[config.mk]
export PLATFORM = sky130hd
export DESIGN_NAME = id_stage
export DESIGN_NICKNAME = d
export VERILOG_FILES = /design/src/common/id_pkg.sv /design/src/decoder/inst_decoder.sv /design/src/decoder/branch_resolve.sv /design/src/hw/operand_fwd.sv /design/src/hw/id_ex_reg.sv /design/src/hw/id_stage.sv
export VERILOG_INCLUDE_DIRS = /design/src /design/src/common
export SDC_FILE = /design/constraint.sdc
export NUM_CORES = 1
export LEC_CHECK = 0
export ABC_AREA = 1
export BUFFER_PORTS_ARGS = -buffer_cell sky130_fd_sc_hd__buf_4
export CORE_MARGIN = 5
export CORE_UTILIZATION = 36
export DETAILED_ROUTE_END_ITERATION = 8
export PLACE_DENSITY_LB_ADDON = 0.3
export SETUP_SLACK_MARGIN = 0.1
export SLEW_MARGIN = 0
export SYNTH_ARGS = -nofsm -noshare
export SYNTH_HDL_FRONTEND = slang
export SYNTH_HIERARCHICAL = 1
export SYNTH_SLANG_ARGS = --single-unit
export TNS_END_PERCENT = 20
[constraint.sdc]
create_clock -name clk -period 16.4 [get_ports clk]
set_clock_uncertainty 0.05 [all_clocks]
set_input_delay 1.64 -clock clk [delete_from_list [all_inputs] [get_ports clk]]
set_output_delay 1.64 -clock clk [all_outputs]
set_load 0.1 [all_outputs]
[src/common/id_macros.svh]
`ifndef ID_MACROS_SVH
`define ID_MACROS_SVH

// Datapath widths
`define ID_WORD_W      32
`define ID_REG_ADDR_W  5

// Return address register for JAL, BLTZAL and BGEZAL
`define ID_LINK_REG    5'd31

// Bytes per instruction
`define ID_PC_STEP     32'd4

`endif

[src/common/id_pkg.sv]
`default_nettype none

`include "id_macros.svh"

package id_pkg;

	typedef logic [`ID_WORD_W-1:0]     word_t;
	typedef logic [`ID_REG_ADDR_W-1:0] reg_addr_t;

	typedef enum logic [5:0] {
		OP_SPECIAL = 6'b000000,
		OP_REGIMM  = 6'b000001,
		OP_J       = 6'b000010,
		OP_JAL     = 6'b000011,
		OP_BEQ     = 6'b000100,
		OP_BNE     = 6'b000101,
		OP_BLEZ    = 6'b000110,
		OP_BGTZ    = 6'b000111,
		OP_ADDI    = 6'b001000,
		OP_ADDIU   = 6'b001001,
		OP_SLTI    = 6'b001010,
		OP_SLTIU   = 6'b001011,
		OP_ANDI    = 6'b001100,
		OP_ORI     = 6'b001101,
		OP_XORI    = 6'b001110,
		OP_LUI     = 6'b001111
	} opcode_e;

	typedef enum logic [5:0] {
		FN_SLL     = 6'b000000,
		FN_SRL     = 6'b000010,
		FN_SRA     = 6'b000011,
		FN_SLLV    = 6'b000100,
		FN_SRLV    = 6'b000110,
		FN_SRAV    = 6'b000111,
		FN_JR      = 6'b001000,
		FN_JALR    = 6'b001001,
		FN_SYSCALL = 6'b001100,
		FN_BREAK   = 6'b001101,
		FN_ADD     = 6'b100000,
		FN_ADDU    = 6'b100001,
		FN_SUB     = 6'b100010,
		FN_SUBU    = 6'b100011,
		FN_AND     = 6'b100100,
		FN_OR      = 6'b100101,
		FN_XOR     = 6'b100110,
		FN_NOR     = 6'b100111,
		FN_SLT     = 6'b101010,
		FN_SLTU    = 6'b101011
	} funct_e;

	typedef enum logic [2:0] {
		SEL_LOGIC       = 3'd1,
		SEL_SHIFT       = 3'd2,
		SEL_ARITH       = 3'd3,
		SEL_BRANCH_JUMP = 3'd4,
		SEL_TRAP        = 3'd5
	} alu_sel_e;

	// SPECIAL ops are {2'b00, funct}, primary ops {2'b01, opcode}, REGIMM {3'b100, rt}
	typedef enum logic [7:0] {
		ALU_SLL     = 8'h00,
		ALU_SRL     = 8'h02,
		ALU_SRA     = 8'h03,
		ALU_SLLV    = 8'h04,
		ALU_SRLV    = 8'h06,
		ALU_SRAV    = 8'h07,
		ALU_JR      = 8'h08,
		ALU_JALR    = 8'h09,
		ALU_SYSCALL = 8'h0c,
		ALU_BREAK   = 8'h0d,
		ALU_ADD     = 8'h20,
		ALU_ADDU    = 8'h21,
		ALU_SUB     = 8'h22,
		ALU_SUBU    = 8'h23,
		ALU_AND     = 8'h24,
		ALU_OR      = 8'h25,
		ALU_XOR     = 8'h26,
		ALU_NOR     = 8'h27,
		ALU_SLT     = 8'h2a,
		ALU_SLTU    = 8'h2b,
		ALU_J       = 8'h42,
		ALU_JAL     = 8'h43,
		ALU_BEQ     = 8'h44,
		ALU_BNE     = 8'h45,
		ALU_BLEZ    = 8'h46,
		ALU_BGTZ    = 8'h47,
		ALU_ADDI    = 8'h48,
		ALU_ADDIU   = 8'h49,
		ALU_SLTI    = 8'h4a,
		ALU_SLTIU   = 8'h4b,
		ALU_ANDI    = 8'h4c,
		ALU_ORI     = 8'h4d,
		ALU_XORI    = 8'h4e,
		ALU_LUI     = 8'h4f,
		ALU_BLTZ    = 8'h80,
		ALU_BGEZ    = 8'h81,
		ALU_BLTZAL  = 8'h90,
		ALU_BGEZAL  = 8'h91
	} alu_op_e;

	// Fetch may deliver other codes in the same field
	typedef enum logic [4:0] {
		EXC_SYS  = 5'h08,
		EXC_BP   = 5'h09,
		EXC_RI   = 5'h0a,
		EXC_NONE = 5'h1f
	} exc_code_e;

endpackage

`default_nettype wire

[src/decoder/inst_decoder.sv]
`timescale 1ns/1ps
`default_nettype none

`include "id_macros.svh"

module inst_decoder (
	input  id_pkg::word_t     pc_i,
	input  id_pkg::word_t     inst_i,
	input  logic              in_delay_i,
	input  id_pkg::exc_code_e exc_code_i,
	output id_pkg::alu_sel_e  alu_sel_o,
	output id_pkg::alu_op_e   alu_op_o,
	output id_pkg::reg_addr_t wd_o,
	output logic              wreg_o,
	output logic              reg1_read_o,
	output id_pkg::reg_addr_t reg1_addr_o,
	output logic              reg2_read_o,
	output id_pkg::reg_addr_t reg2_addr_o,
	output id_pkg::word_t     imm_o,
	output logic              next_delay_o,
	output id_pkg::exc_code_e exc_code_o,
	output id_pkg::word_t     exc_epc_o
);
	import id_pkg::*;

	opcode_e   op;
	funct_e    funct;
	reg_addr_t rs;
	reg_addr_t rt;
	reg_addr_t rd;
	logic [4:0] sa;
	word_t     sa_imm;
	word_t     zero_imm;
	word_t     sign_imm;

	//////////////////////////////////////////////////////////////////////
	// Instruction fields
	//////////////////////////////////////////////////////////////////////

	assign op    = opcode_e'(inst_i[31:26]);
	assign rs    = inst_i[25:21];
	assign rt    = inst_i[20:16];
	assign rd    = inst_i[15:11];
	assign sa    = inst_i[10:6];
	assign funct = funct_e'(inst_i[5:0]);

	assign sa_imm   = {{(`ID_WORD_W-5){1'b0}}, sa};
	assign zero_imm = {{(`ID_WORD_W-16){1'b0}}, inst_i[15:0]};
	assign sign_imm = {{(`ID_WORD_W-16){inst_i[15]}}, inst_i[15:0]};

	// Faulting instruction in a delay slot restarts at its branch
	assign exc_epc_o = in_delay_i ? (pc_i - `ID_PC_STEP) : pc_i;

	//////////////////////////////////////////////////////////////////////
	// Control decode
	//////////////////////////////////////////////////////////////////////

	always_comb begin
		alu_sel_o    = SEL_SHIFT;
		alu_op_o     = ALU_SLL;
		wd_o         = '0;
		wreg_o       = 1'b0;
		reg1_read_o  = 1'b0;
		reg1_addr_o  = '0;
		reg2_read_o  = 1'b0;
		reg2_addr_o  = '0;
		imm_o        = '0;
		next_delay_o = 1'b0;
		exc_code_o   = exc_code_i;

		// Fetch fault leaves the no-op in place
		if (exc_code_i == EXC_NONE) begin
			case (op)
				OP_SPECIAL: begin
					alu_op_o = alu_op_e'({2'b00, funct});
					case (funct)
						FN_AND, FN_OR, FN_XOR, FN_NOR,
						FN_ADD, FN_ADDU, FN_SUB, FN_SUBU, FN_SLT, FN_SLTU: begin
							// funct 1001xx is the logic group
							alu_sel_o   = (funct[5:2] == 4'b1001) ? SEL_LOGIC : SEL_ARITH;
							wreg_o      = 1'b1;
							wd_o        = rd;
							reg1_read_o = 1'b1;
							reg1_addr_o = rs;
							reg2_read_o = 1'b1;
							reg2_addr_o = rt;
						end
						FN_SLL, FN_SRL, FN_SRA: begin
							wreg_o      = 1'b1;
							wd_o        = rd;
							reg1_read_o = 1'b1;
							reg1_addr_o = rt;
							imm_o       = sa_imm;
						end
						FN_SLLV, FN_SRLV, FN_SRAV: begin
							wreg_o      = 1'b1;
							wd_o        = rd;
							reg1_read_o = 1'b1;
							reg1_addr_o = rt;
							reg2_read_o = 1'b1;
							reg2_addr_o = rs;
						end
						FN_JR, FN_JALR: begin
							alu_sel_o    = SEL_BRANCH_JUMP;
							reg1_read_o  = 1'b1;
							reg1_addr_o  = rs;
							next_delay_o = 1'b1;
							if (funct == FN_JALR) begin
								wreg_o = 1'b1;
								wd_o   = rd;
							end
						end
						FN_SYSCALL, FN_BREAK: begin
							alu_sel_o  = SEL_TRAP;
							exc_code_o = (funct == FN_SYSCALL) ? EXC_SYS : EXC_BP;
						end
						default: begin
							alu_op_o   = ALU_SLL;
							exc_code_o = EXC_RI;
						end
					endcase
				end

				OP_ANDI, OP_ORI, OP_XORI, OP_ADDI, OP_ADDIU, OP_SLTI, OP_SLTIU: begin
					// Logic immediates are zero extended
					alu_sel_o   = op[2] ? SEL_LOGIC : SEL_ARITH;
					alu_op_o    = alu_op_e'({2'b01, op});
					wreg_o      = 1'b1;
					wd_o        = rt;
					reg1_read_o = 1'b1;
					reg1_addr_o = rs;
					imm_o       = op[2] ? zero_imm : sign_imm;
				end

				OP_LUI: begin
					alu_sel_o = SEL_LOGIC;
					alu_op_o  = ALU_LUI;
					wreg_o    = 1'b1;
					wd_o      = rt;
					imm_o     = zero_imm;
				end

				OP_J, OP_JAL: begin
					alu_sel_o    = SEL_BRANCH_JUMP;
					alu_op_o     = alu_op_e'({2'b01, op});
					next_delay_o = 1'b1;
					if (op == OP_JAL) begin
						wreg_o = 1'b1;
						wd_o   = `ID_LINK_REG;
					end
				end

				OP_BEQ, OP_BNE, OP_BLEZ, OP_BGTZ: begin
					alu_sel_o    = SEL_BRANCH_JUMP;
					alu_op_o     = alu_op_e'({2'b01, op});
					reg1_read_o  = 1'b1;
					reg1_addr_o  = rs;
					next_delay_o = 1'b1;
					// Only BEQ and BNE compare two registers
					if (!op[1]) begin
						reg2_read_o = 1'b1;
						reg2_addr_o = rt;
					end
				end

				OP_REGIMM: begin
					case (rt)
						// BLTZ, BGEZ, BLTZAL, BGEZAL
						5'b00000, 5'b00001, 5'b10000, 5'b10001: begin
							alu_sel_o    = SEL_BRANCH_JUMP;
							alu_op_o     = alu_op_e'({3'b100, rt});
							reg1_read_o  = 1'b1;
							reg1_addr_o  = rs;
							next_delay_o = 1'b1;
							if (rt[4]) begin
								wreg_o = 1'b1;
								wd_o   = `ID_LINK_REG;
							end
						end
						default: exc_code_o = EXC_RI;
					endcase
				end

				default: exc_code_o = EXC_RI;
			endcase
		end
	end

endmodule

`default_nettype wire

[src/decoder/branch_resolve.sv]
`timescale 1ns/1ps
`default_nettype none

`include "id_macros.svh"

module branch_resolve (
	input  id_pkg::alu_op_e alu_op_i,
	input  id_pkg::word_t   pc_i,
	input  id_pkg::word_t   inst_i,
	input  id_pkg::word_t   reg1_i,
	input  id_pkg::word_t   reg2_i,
	output logic            branch_flag_o,
	output id_pkg::word_t   branch_addr_o,
	output id_pkg::word_t   link_addr_o
);
	import id_pkg::*;

	word_t pc_4;
	word_t pc_8;
	word_t jump_target;
	word_t branch_target;
	word_t target;
	logic  taken;
	logic  reg1_neg;
	logic  reg1_zero;

	assign pc_4 = pc_i + `ID_PC_STEP;
	assign pc_8 = pc_4 + `ID_PC_STEP;

	// Region of the delay slot, not of the jump itself
	assign jump_target   = {pc_4[`ID_WORD_W-1:28], inst_i[25:0], 2'b00};
	assign branch_target = pc_4 + {{(`ID_WORD_W-18){inst_i[15]}}, inst_i[15:0], 2'b00};

	assign reg1_neg  = reg1_i[`ID_WORD_W-1];
	assign reg1_zero = (reg1_i == '0);

	always_comb begin
		target = branch_target;
		case (alu_op_i)
			ALU_J, ALU_JAL: begin
				taken  = 1'b1;
				target = jump_target;
			end
			ALU_JR, ALU_JALR: begin
				taken  = 1'b1;
				target = reg1_i;
			end
			ALU_BEQ:              taken = (reg1_i == reg2_i);
			ALU_BNE:              taken = (reg1_i != reg2_i);
			ALU_BGTZ:             taken = !reg1_neg && !reg1_zero;
			ALU_BLEZ:             taken = reg1_neg || reg1_zero;
			ALU_BLTZ, ALU_BLTZAL: taken = reg1_neg;
			ALU_BGEZ, ALU_BGEZAL: taken = !reg1_neg;
			default:              taken = 1'b0;
		endcase
	end

	assign branch_flag_o = taken;
	assign branch_addr_o = taken ? target : '0;

	// Return address skips the delay slot
	always_comb begin
		case (alu_op_i)
			ALU_JAL, ALU_JALR, ALU_BLTZAL, ALU_BGEZAL: link_addr_o = pc_8;
			default:                                   link_addr_o = '0;
		endcase
	end

endmodule

`default_nettype wire

[src/hw/operand_fwd.sv]
`timescale 1ns/1ps
`default_nettype none

module operand_fwd (
	input  logic              read_i,
	input  id_pkg::reg_addr_t addr_i,
	input  id_pkg::word_t     rf_data_i,
	input  id_pkg::word_t     imm_i,
	input  logic              ex_wreg_i,
	input  id_pkg::reg_addr_t ex_wd_i,
	input  id_pkg::word_t     ex_wdata_i,
	input  logic              mem_wreg_i,
	input  id_pkg::reg_addr_t mem_wd_i,
	input  id_pkg::word_t     mem_wdata_i,
	output id_pkg::word_t     operand_o
);

	// Youngest result wins
	always_comb begin
		if (!read_i)
			operand_o = imm_i;
		else if (ex_wreg_i && (ex_wd_i == addr_i))
			operand_o = ex_wdata_i;
		else if (mem_wreg_i && (mem_wd_i == addr_i))
			operand_o = mem_wdata_i;
		else
			operand_o = rf_data_i;
	end

endmodule

`default_nettype wire

[src/hw/id_ex_reg.sv]
`timescale 1ns/1ps
`default_nettype none

module id_ex_reg (
	input  logic              clk,
	input  logic              rst_i,
	input  logic              stall_i,
	input  logic              valid_i,
	input  id_pkg::word_t     pc_i,
	input  id_pkg::word_t     inst_i,
	input  logic              in_delay_i,
	input  id_pkg::alu_sel_e  alu_sel_i,
	input  id_pkg::alu_op_e   alu_op_i,
	input  id_pkg::word_t     reg1_i,
	input  id_pkg::word_t     reg2_i,
	input  id_pkg::reg_addr_t wd_i,
	input  logic              wreg_i,
	input  id_pkg::word_t     link_addr_i,
	input  logic              next_delay_i,
	input  logic              branch_flag_i,
	input  id_pkg::word_t     branch_addr_i,
	input  id_pkg::exc_code_e exc_code_i,
	input  id_pkg::word_t     exc_epc_i,
	output logic              valid_o,
	output id_pkg::word_t     pc_o,
	output id_pkg::word_t     inst_o,
	output logic              in_delay_o,
	output id_pkg::alu_sel_e  alu_sel_o,
	output id_pkg::alu_op_e   alu_op_o,
	output id_pkg::word_t     reg1_o,
	output id_pkg::word_t     reg2_o,
	output id_pkg::reg_addr_t wd_o,
	output logic              wreg_o,
	output id_pkg::word_t     link_addr_o,
	output logic              next_delay_o,
	output logic              branch_flag_o,
	output id_pkg::word_t     branch_addr_o,
	output id_pkg::exc_code_e exc_code_o,
	output id_pkg::word_t     exc_epc_o
);
	import id_pkg::*;

	// Control fields, cleared to a no-op
	always_ff @(posedge clk) begin
		if (rst_i) begin
			valid_o       <= 1'b0;
			in_delay_o    <= 1'b0;
			alu_sel_o     <= SEL_SHIFT;
			alu_op_o      <= ALU_SLL;
			wreg_o        <= 1'b0;
			next_delay_o  <= 1'b0;
			branch_flag_o <= 1'b0;
			exc_code_o    <= EXC_NONE;
		end else if (!stall_i) begin
			valid_o       <= valid_i;
			in_delay_o    <= in_delay_i;
			alu_sel_o     <= alu_sel_i;
			alu_op_o      <= alu_op_i;
			wreg_o        <= wreg_i;
			next_delay_o  <= next_delay_i;
			branch_flag_o <= branch_flag_i;
			exc_code_o    <= exc_code_i;
		end
	end

	// Payload
	always_ff @(posedge clk) begin
		if (!stall_i) begin
			pc_o          <= pc_i;
			inst_o        <= inst_i;
			reg1_o        <= reg1_i;
			reg2_o        <= reg2_i;
			wd_o          <= wd_i;
			link_addr_o   <= link_addr_i;
			branch_addr_o <= branch_addr_i;
			exc_epc_o     <= exc_epc_i;
		end
	end

endmodule

`default_nettype wire

[src/hw/id_stage.sv]
`timescale 1ns/1ps
`default_nettype none

module id_stage (
	input  logic              clk,
	input  logic              rst_i,
	input  logic              stall_i,
	input  logic              valid_i,
	input  id_pkg::word_t     pc_i,
	input  id_pkg::word_t     inst_i,
	input  logic              in_delay_i,
	input  id_pkg::exc_code_e exc_code_i,
	// Register file
	input  id_pkg::word_t     reg1_data_i,
	input  id_pkg::word_t     reg2_data_i,
	output logic              reg1_read_o,
	output id_pkg::reg_addr_t reg1_addr_o,
	output logic              reg2_read_o,
	output id_pkg::reg_addr_t reg2_addr_o,
	// Forwarding
	input  logic              ex_wreg_i,
	input  id_pkg::reg_addr_t ex_wd_i,
	input  id_pkg::word_t     ex_wdata_i,
	input  logic              mem_wreg_i,
	input  id_pkg::reg_addr_t mem_wd_i,
	input  id_pkg::word_t     mem_wdata_i,
	// To execute
	output logic              valid_o,
	output id_pkg::word_t     pc_o,
	output id_pkg::word_t     inst_o,
	output logic              in_delay_o,
	output id_pkg::alu_sel_e  alu_sel_o,
	output id_pkg::alu_op_e   alu_op_o,
	output id_pkg::word_t     reg1_o,
	output id_pkg::word_t     reg2_o,
	output id_pkg::reg_addr_t wd_o,
	output logic              wreg_o,
	output id_pkg::word_t     link_addr_o,
	output logic              next_delay_o,
	output logic              branch_flag_o,
	output id_pkg::word_t     branch_addr_o,
	output id_pkg::exc_code_e exc_code_o,
	output id_pkg::word_t     exc_epc_o
);
	import id_pkg::*;

	alu_sel_e  dec_alu_sel;
	alu_op_e   dec_alu_op;
	reg_addr_t dec_wd;
	logic      dec_wreg;
	word_t     dec_imm;
	logic      dec_next_delay;
	exc_code_e dec_exc_code;
	word_t     dec_exc_epc;
	word_t     opnd1;
	word_t     opnd2;
	logic      br_flag;
	word_t     br_addr;
	word_t     br_link_addr;

	inst_decoder inst_decoder_inst (
		.pc_i         (pc_i),
		.inst_i       (inst_i),
		.in_delay_i   (in_delay_i),
		.exc_code_i   (exc_code_i),
		.alu_sel_o    (dec_alu_sel),
		.alu_op_o     (dec_alu_op),
		.wd_o         (dec_wd),
		.wreg_o       (dec_wreg),
		.reg1_read_o  (reg1_read_o),
		.reg1_addr_o  (reg1_addr_o),
		.reg2_read_o  (reg2_read_o),
		.reg2_addr_o  (reg2_addr_o),
		.imm_o        (dec_imm),
		.next_delay_o (dec_next_delay),
		.exc_code_o   (dec_exc_code),
		.exc_epc_o    (dec_exc_epc)
	);

	//////////////////////////////////////////////////////////////////////
	// Source operands
	//////////////////////////////////////////////////////////////////////

	operand_fwd operand_fwd_1 (
		.read_i      (reg1_read_o),
		.addr_i      (reg1_addr_o),
		.rf_data_i   (reg1_data_i),
		.imm_i       (dec_imm),
		.ex_wreg_i   (ex_wreg_i),
		.ex_wd_i     (ex_wd_i),
		.ex_wdata_i  (ex_wdata_i),
		.mem_wreg_i  (mem_wreg_i),
		.mem_wd_i    (mem_wd_i),
		.mem_wdata_i (mem_wdata_i),
		.operand_o   (opnd1)
	);

	operand_fwd operand_fwd_2 (
		.read_i      (reg2_read_o),
		.addr_i      (reg2_addr_o),
		.rf_data_i   (reg2_data_i),
		.imm_i       (dec_imm),
		.ex_wreg_i   (ex_wreg_i),
		.ex_wd_i     (ex_wd_i),
		.ex_wdata_i  (ex_wdata_i),
		.mem_wreg_i  (mem_wreg_i),
		.mem_wd_i    (mem_wd_i),
		.mem_wdata_i (mem_wdata_i),
		.operand_o   (opnd2)
	);

	branch_resolve branch_resolve_inst (
		.alu_op_i      (dec_alu_op),
		.pc_i          (pc_i),
		.inst_i        (inst_i),
		.reg1_i        (opnd1),
		.reg2_i        (opnd2),
		.branch_flag_o (br_flag),
		.branch_addr_o (br_addr),
		.link_addr_o   (br_link_addr)
	);

	//////////////////////////////////////////////////////////////////////
	// ID/EX boundary
	//////////////////////////////////////////////////////////////////////

	id_ex_reg id_ex_reg_inst (
		.clk           (clk),
		.rst_i         (rst_i),
		.stall_i       (stall_i),
		.valid_i       (valid_i),
		.pc_i          (pc_i),
		.inst_i        (inst_i),
		.in_delay_i    (in_delay_i),
		.alu_sel_i     (dec_alu_sel),
		.alu_op_i      (dec_alu_op),
		.reg1_i        (opnd1),
		.reg2_i        (opnd2),
		.wd_i          (dec_wd),
		.wreg_i        (dec_wreg),
		.link_addr_i   (br_link_addr),
		.next_delay_i  (dec_next_delay),
		.branch_flag_i (br_flag),
		.branch_addr_i (br_addr),
		.exc_code_i    (dec_exc_code),
		.exc_epc_i     (dec_exc_epc),
		.valid_o       (valid_o),
		.pc_o          (pc_o),
		.inst_o        (inst_o),
		.in_delay_o    (in_delay_o),
		.alu_sel_o     (alu_sel_o),
		.alu_op_o      (alu_op_o),
		.reg1_o        (reg1_o),
		.reg2_o        (reg2_o),
		.wd_o          (wd_o),
		.wreg_o        (wreg_o),
		.link_addr_o   (link_addr_o),
		.next_delay_o  (next_delay_o),
		.branch_flag_o (branch_flag_o),
		.branch_addr_o (branch_addr_o),
		.exc_code_o    (exc_code_o),
		.exc_epc_o     (exc_epc_o)
	);

endmodule

`default_nettype wire

==> results of run 1 <==
## worst paths after layout
kind / from / to / slack (ns) / cells after the start
worst max-delay path: inst_i[31] / id_ex_reg_inst/branch_addr_o[11] / 9.70 / 29
worst min-delay path: id_ex_reg_inst/exc_code_o[3] / id_ex_reg_inst/exc_code_o[3] / 0.43 / 2
worst max register to register: id_ex_reg_inst/alu_op_o[3] / id_ex_reg_inst/alu_op_o[3] / 15.61 / 4
worst min register to register: id_ex_reg_inst/exc_code_o[3] / id_ex_reg_inst/exc_code_o[3] / 0.43 / 2
## cell type report
| cell class | count | area [µm²] |
|---|---|---|
| Inverter | 252 | 957.2 |
| Multi-Input combinational cell | 1973 | 9520 |
| Timing Repair Buffer | 484 | 3633 |
| Sequential cell | 250 | 7297 |
| Clock inverter | 16 | 121.4 |
| Tap cell | 672 | 840.8 |
| Fill cell | 5071 | 27120 |
| Clock buffer | 40 | 880.8 |
## logic make-up (layout without fill, tap and decap cells)
family,Yosys count,count (layout),synth area share [%]
AOI/OAI and AO/OA,195,195,5.970
xor gates and xnor gates,51,51,2.430
adders and majority gates,38,38,2.628
buffers and inverters,345,792,8.571
DFF,250,250,39.70
and+or+nand+nor,1689,1689,40.70
## per-layer routing
| metal | GRT usage [%] | part of all wire, % | vias to the layer above |
|---|---|---|---|
| met5 | 0 | 0 | - |
| met4 | 11.21 | 5.2 | 0 |
| met3 | 6.226 | 9.5 | 217 |
| met2 | 44.46 | 48 | 1050 |
| met1 | 30.87 | 37 | 8984 |
| li1 | - | - | 9217 |
## state kept, by name (all words and copies together), names as in the netlist, 3 cells and up
| register | cells |
|---|---|
| id_ex_reg_inst/reg1_o | 32 |
| id_ex_reg_inst/exc_epc_o | 32 |
| id_ex_reg_inst/link_addr_o | 32 |
| id_ex_reg_inst/pc_o | 32 |
| id_ex_reg_inst/exc_code_o | 5 |
| id_ex_reg_inst/alu_sel_o | 3 |
| id_ex_reg_inst/branch_addr_o | 32 |
| id_ex_reg_inst/reg2_o | 32 |
| id_ex_reg_inst/alu_op_o | 8 |
| id_ex_reg_inst/wd_o | 5 |
| id_ex_reg_inst/inst_o | 32 |
## power by group
part	switching, mW	internal, mW
logic	0.536	0.147
registers	0.0187	0.745
clock network	0.286	0.392
total	0.840	1.28
## metrics by stage
| step | util (%) | worst slack [ns] | hold WS (ns) |
|---|---|---|---|
| floorplan | - | 9.491 | 0.8483 |
| global placement | 44.17 | 9.311 | 0.4075 |
| detailed placement | 44.17 | 9.260 | 0.4122 |
| CTS | 46.16 | 9.880 | 0.4294 |
| global route | 46.16 | 9.130 | 0.4531 |
| finish | 46.16 | 9.700 | 0.4318 |
## worst min-delay path: cells and delay by family (launching register included)
family	cells	cell delay (ns)
and+or+nand+nor	2	0.12
DFF	1	0.33
## Yosys cell counts, types with 4 or more instances
cell	n
o21bai_1	5
a31oi_1	7
clkbuf_1	14
a21o_1	4
o21ai_1	5
nand3_2	9
nand2_1	813
buf_6	18
edfxtp_1	229
nand3_4	5
xor2_1	19
nor2_2	33
nand2_2	35
inv_2	16
nor3_1	24
ha_1	37
nand3_1	205
nor2_4	27
dfxtp_1	21
and2_1	5
inv_1	231
nand4_1	88
xnor2_1	32
o21ai_0	65
nor2_1	415
a211oi_1	4
buf_4	18
buf_2	40
a21oi_1	80
or2_2	14
o211ai_1	10
nand2_4	4
==> results.md, run 1 <==
* CTS tree: done
* CP max FO at 33
* Syn nets at 2820
* Starting Density at 36.48%
* Area grow syn2layout at 26.51%
* PwrDens at 91.35 mW/mm²
* Drt initial violations at 1752
* Die width at 235.9 µm
* # port buffers at 475
* Final setup TNS at 0 ns
* Critical Path AT at 6.96 ns
* Max Clock Freq at 0.1493 GHz
* Die height at 235.9 µm
* Worst Setup End Kind: flop
* Drt pass-1 iters at 6
* Peak supply drop at 0.08327 mV
* Clk root buf: clkbuf_16
* CP max stage delay at 0.69 ns
* Most frequent CP cell: nand2_1
* Total Nets Final at 3243
* Outcome: finished, final reports clean
* Synth top area share at 37.42%
* Initial antenna violation count at 0
* Final Setup Violations at 0
* Period utilization at 40.85%
* Worst setup SP type: input port
* Hold Crit Class: flop to flop
* Classification of the worst setup path: input port to flop
* Post-CTS Setup Repair Bufs at 0
* Netlist cell types at 54
* Number of max-cap violations at 0
* Most frequent cells in the layout: nand2_1, buf_4, nor2_1
* Num CTS Buffers at 30
* Worst slew pin tran at 1.205 ns
* Clk slew on worst S/H paths at 0.06 ns
* Placed insts at 3631
* Final cell count without fillers at 3687
* Worst path required time at 16.66 ns
* Post-Route WL at 76180 µm
* Largest net degree at the start of global routing at 101
* RePlAce Congestion at 1.009
* Grt ovf at 0
* DRC violations left at 0
* Pleak at 10.60 nW
* Vias in the first global route at 19120
* Syn Inst Count at 2568
* Layout cells sized above 1 at 22.79%
* Finished Cell Area at 0.02325 mm²
* CP max-delay cell: nor2_4
* Hold buffers post-CTS at 0
* Relative max-transition margin at 19.66%
* RSZ-0062 raised after global routing: false
* Vias per cell at 5.280
* ANT nets after route at 0
* Post-synth EDFFs at 229
* I/O Pins at 476
* Inserted Diodes at 0
* Ys flop type: edfxtp_1
* Total number of vias at 19470
* Sequential share of the synthesized area at 39.70%
* Core area at 0.05038 mm²
* Placed inst area at 0.02225 mm²
* Yosys top cell by area: edfxtp_1
* H-tree levels at 1
* Synth Warn # at 6
* CP bufs+invs at 4
* Core Rows at 82
* Overall Global Routing Usage at 25.86%
* Sink Count at 250
* Avg Inst Size Synth at 7.157 µm²
* Final HPWL DP at 59730 µm
* Die Footprint at 0.05567 mm²
* FFs w/ async S/R, synth at 0%
* Post-Syn Area at 0.01838 mm²
* Family with the most delay on the worst path: simple AND/OR/NAND/NOR gates
* Synth Register Bits at 250
* Final min period at 6.700 ns
* Final Hold Vio Count at 0
* Leading post-synthesis cells by cell area: edfxtp_1, nand2_1, nor2_1
* Commonest non-fill, non-tap cell in the layout: nand2_1
* Routed wire per std cell at 20.66 µm
* Cts repair resizes at 0
* Worst-skew pair later-pin latency at 0.60 ns
* Tot Pwr at 2.124 mW
* CTS Buffer Depth at 3
* Slew Limit Fails at 0
* Global-route wire length before repair at 113500 µm
Power figures use the tool's default switching activity.
==> run 2, diff against run 1 <==
- clock period: 16.4 -> 6.95 ns (I/O delays scaled with it)
==> results.md, run 2 (synthesis gave the netlist of run 1 again) <==
* Final min period at 5.182 ns
* Final cell count without fillers at 3691 (+0.11%)
* Vias in the first global route at 18900 (-1.2%)
* Core area at 0.05038 mm² (unchanged)
* Grt ovf at 0 (unchanged)
* Placed insts at 3638 (+0.19%)
* Outcome: finished, final reports clean
* Total number of vias at 19240 (-1.2%)
* Largest net degree at the start of global routing at 120 (+19%)
* Die width at 235.9 µm (unchanged)
* Worst slew pin tran at 1.180 ns (-0.02481 ns)
* H-tree levels at 1 (unchanged)
* Commonest non-fill, non-tap cell in the layout: nand2_1
* Family with the most delay on the worst path: simple AND/OR/NAND/NOR gates
* Inserted Diodes at 0 (unchanged)
* Hold Crit Class: input port to flop
* Vias per cell at 5.212 (-1.3%)
* Relative max-transition margin at 21.32% (+1.7 points)
* Pleak at 10.67 nW (+0.65%)
* ANT nets after route at 0 (unchanged)
* Cts repair resizes at 0 (unchanged)
* Post-CTS Setup Repair Bufs at 0 (unchanged)
* Placed inst area at 0.02230 mm² (+0.24%)
* Clk root buf: clkbuf_16
* PwrDens at 216.5 mW/mm² (+140%)
* Post-Route WL at 74650 µm (-2.0%)
* Die height at 235.9 µm (unchanged)
* Worst path required time at 7.18 ns (-9.48 ns)
* Initial antenna violation count at 1 (+1)
* RePlAce Congestion at 0.9661 (-4.3%)
* Final setup TNS at 0 ns (unchanged)
* I/O Pins at 476 (unchanged)
* Clk slew on worst S/H paths at 0.06 ns (about the same)
* Area grow syn2layout at 27.00%
* Critical Path AT at 5.41 ns (-1.55 ns)
* Layout cells sized above 1 at 23.05% (+0.27 points)
* RSZ-0062 raised after global routing: false
* Num CTS Buffers at 29 (-3.3%)
* Drt pass-1 iters at 6 (unchanged)
* Fill cell total of the finished layout at 5016 (-1.1%)
* Die Footprint at 0.05567 mm² (unchanged)
* Finished Cell Area at 0.02334 mm² (+0.39%)
* CTS tree: done
* Final HPWL DP at 59160 µm (-0.95%)
* Period utilization at 74.56%
* Hold buffers post-CTS at 0 (unchanged)
* Final Setup Violations at 0 (unchanged)
* Worst Setup End Kind: flop
* CP max FO at 64 (+94%)
* Classification of the worst setup path: input port to flop
* Starting Density at 36.48% (unchanged)
* Drt initial violations at 1503 (-14%)
* Fin Hold WS at 0.2795 ns (-0.1523 ns)
* Worst setup SP type: input port
* Max Clock Freq at 0.1930 GHz
* Core Rows at 82 (unchanged)
* Most frequent CP cell: nand2_1
* # port buffers at 475 (unchanged)
* Overall Global Routing Usage at 25.43% (-0.42 points)
* Sink Count at 250 (unchanged)
* Slew Limit Fails at 0 (unchanged)
* Tot Pwr at 5.054 mW (+140%)
* DRC violations left at 0 (unchanged)
* Worst-skew pair later-pin latency at 0.58 ns (-0.02 ns)
* Routed wire per std cell at 20.22 µm (-2.1%)
* CP max-delay cell: nand3_4
* Total Nets Final at 3249 (+0.19%)
* Most frequent cells in the layout: nand2_1, buf_4, nor2_1
* Global-route wire length before repair at 111700 µm (-1.6%)
* Number of max-cap violations at 0 (unchanged)
* CP max stage delay at 0.58 ns (-0.11 ns)
* CTS Buffer Depth at 3 (unchanged)
* CP bufs+invs at 4 (unchanged)
* Peak supply drop at 0.1693 mV (+100%)
* Final Hold Vio Count at 0 (unchanged)
## run 2: cell count changes in the layout (fill, tap and decap cells not counted), sizes merged
cell | previous run | this run
clkinv | 16 | 14
buf | 484 | 491
clkbuf | 40 | 39
clkinvlp | 2 | 0
bufinv | 1 | 2
inv | 249 | 250
## run 2: worst register-to-register path: cells and delay by family (launching register included)
kind                   cells  cell delay, ns
buffers and inverters      1            0.06
flip-flops                 1            0.36
AND/OR/NAND/NOR            3            0.20
## run 2: worst paths after layout
kind	startpoint	end	slack (ns)	cells after the start
setup reg to reg	id_ex_reg_inst/alu_op_o[6]	id_ex_reg_inst/alu_op_o[6]	6.23	4
hold / removal	inst_i[30]	id_ex_reg_inst/inst_o[30]	0.28	1
setup / recovery	inst_i[5]	id_ex_reg_inst/branch_addr_o[10]	1.77	28
hold reg to reg	id_ex_reg_inst/exc_code_o[2]	id_ex_reg_inst/exc_code_o[2]	0.43	2
## run 2: through the flow
step	setup WS, ns	util, %
detailed placement	1.247	44.27
finish	1.768	46.33
global placement	1.380	44.27
floorplan	0.9856	-
global route	1.243	46.33
CTS	1.853	46.33
## run 2: metal layers
layer,up-vias,global-route usage [%],routed length [µm]
met5,-,0,13
met4,2,9.236,3301
met3,164,5.981,6362
met2,862,44.72,36440
met1,8993,30.36,28530
li1,9216,-,-
## run 2: area by class of cell
type | instances | area (µm²) | share of cell area (%)
clock buffer | 39 | 912.1 | 3.908
clock inverter | 14 | 127.6 | 0.5468
inverter | 252 | 957.2 | 4.101
multi-input combinational | 1973 | 9520 | 40.79
sequential | 250 | 7297 | 31.26
tap | 672 | 840.8 | 3.602
timing repair buffer | 491 | 3686 | 15.79
## run 2: report_power, final
group	switching (mW)	internal (mW)	leakage [nW]	total, mW
clock	0.645	0.995	0.521	1.64
sequential	0.0409	1.76	2.38	1.80
combinational	1.27	0.350	7.77	1.62
total	1.95	3.10	10.7	5.05
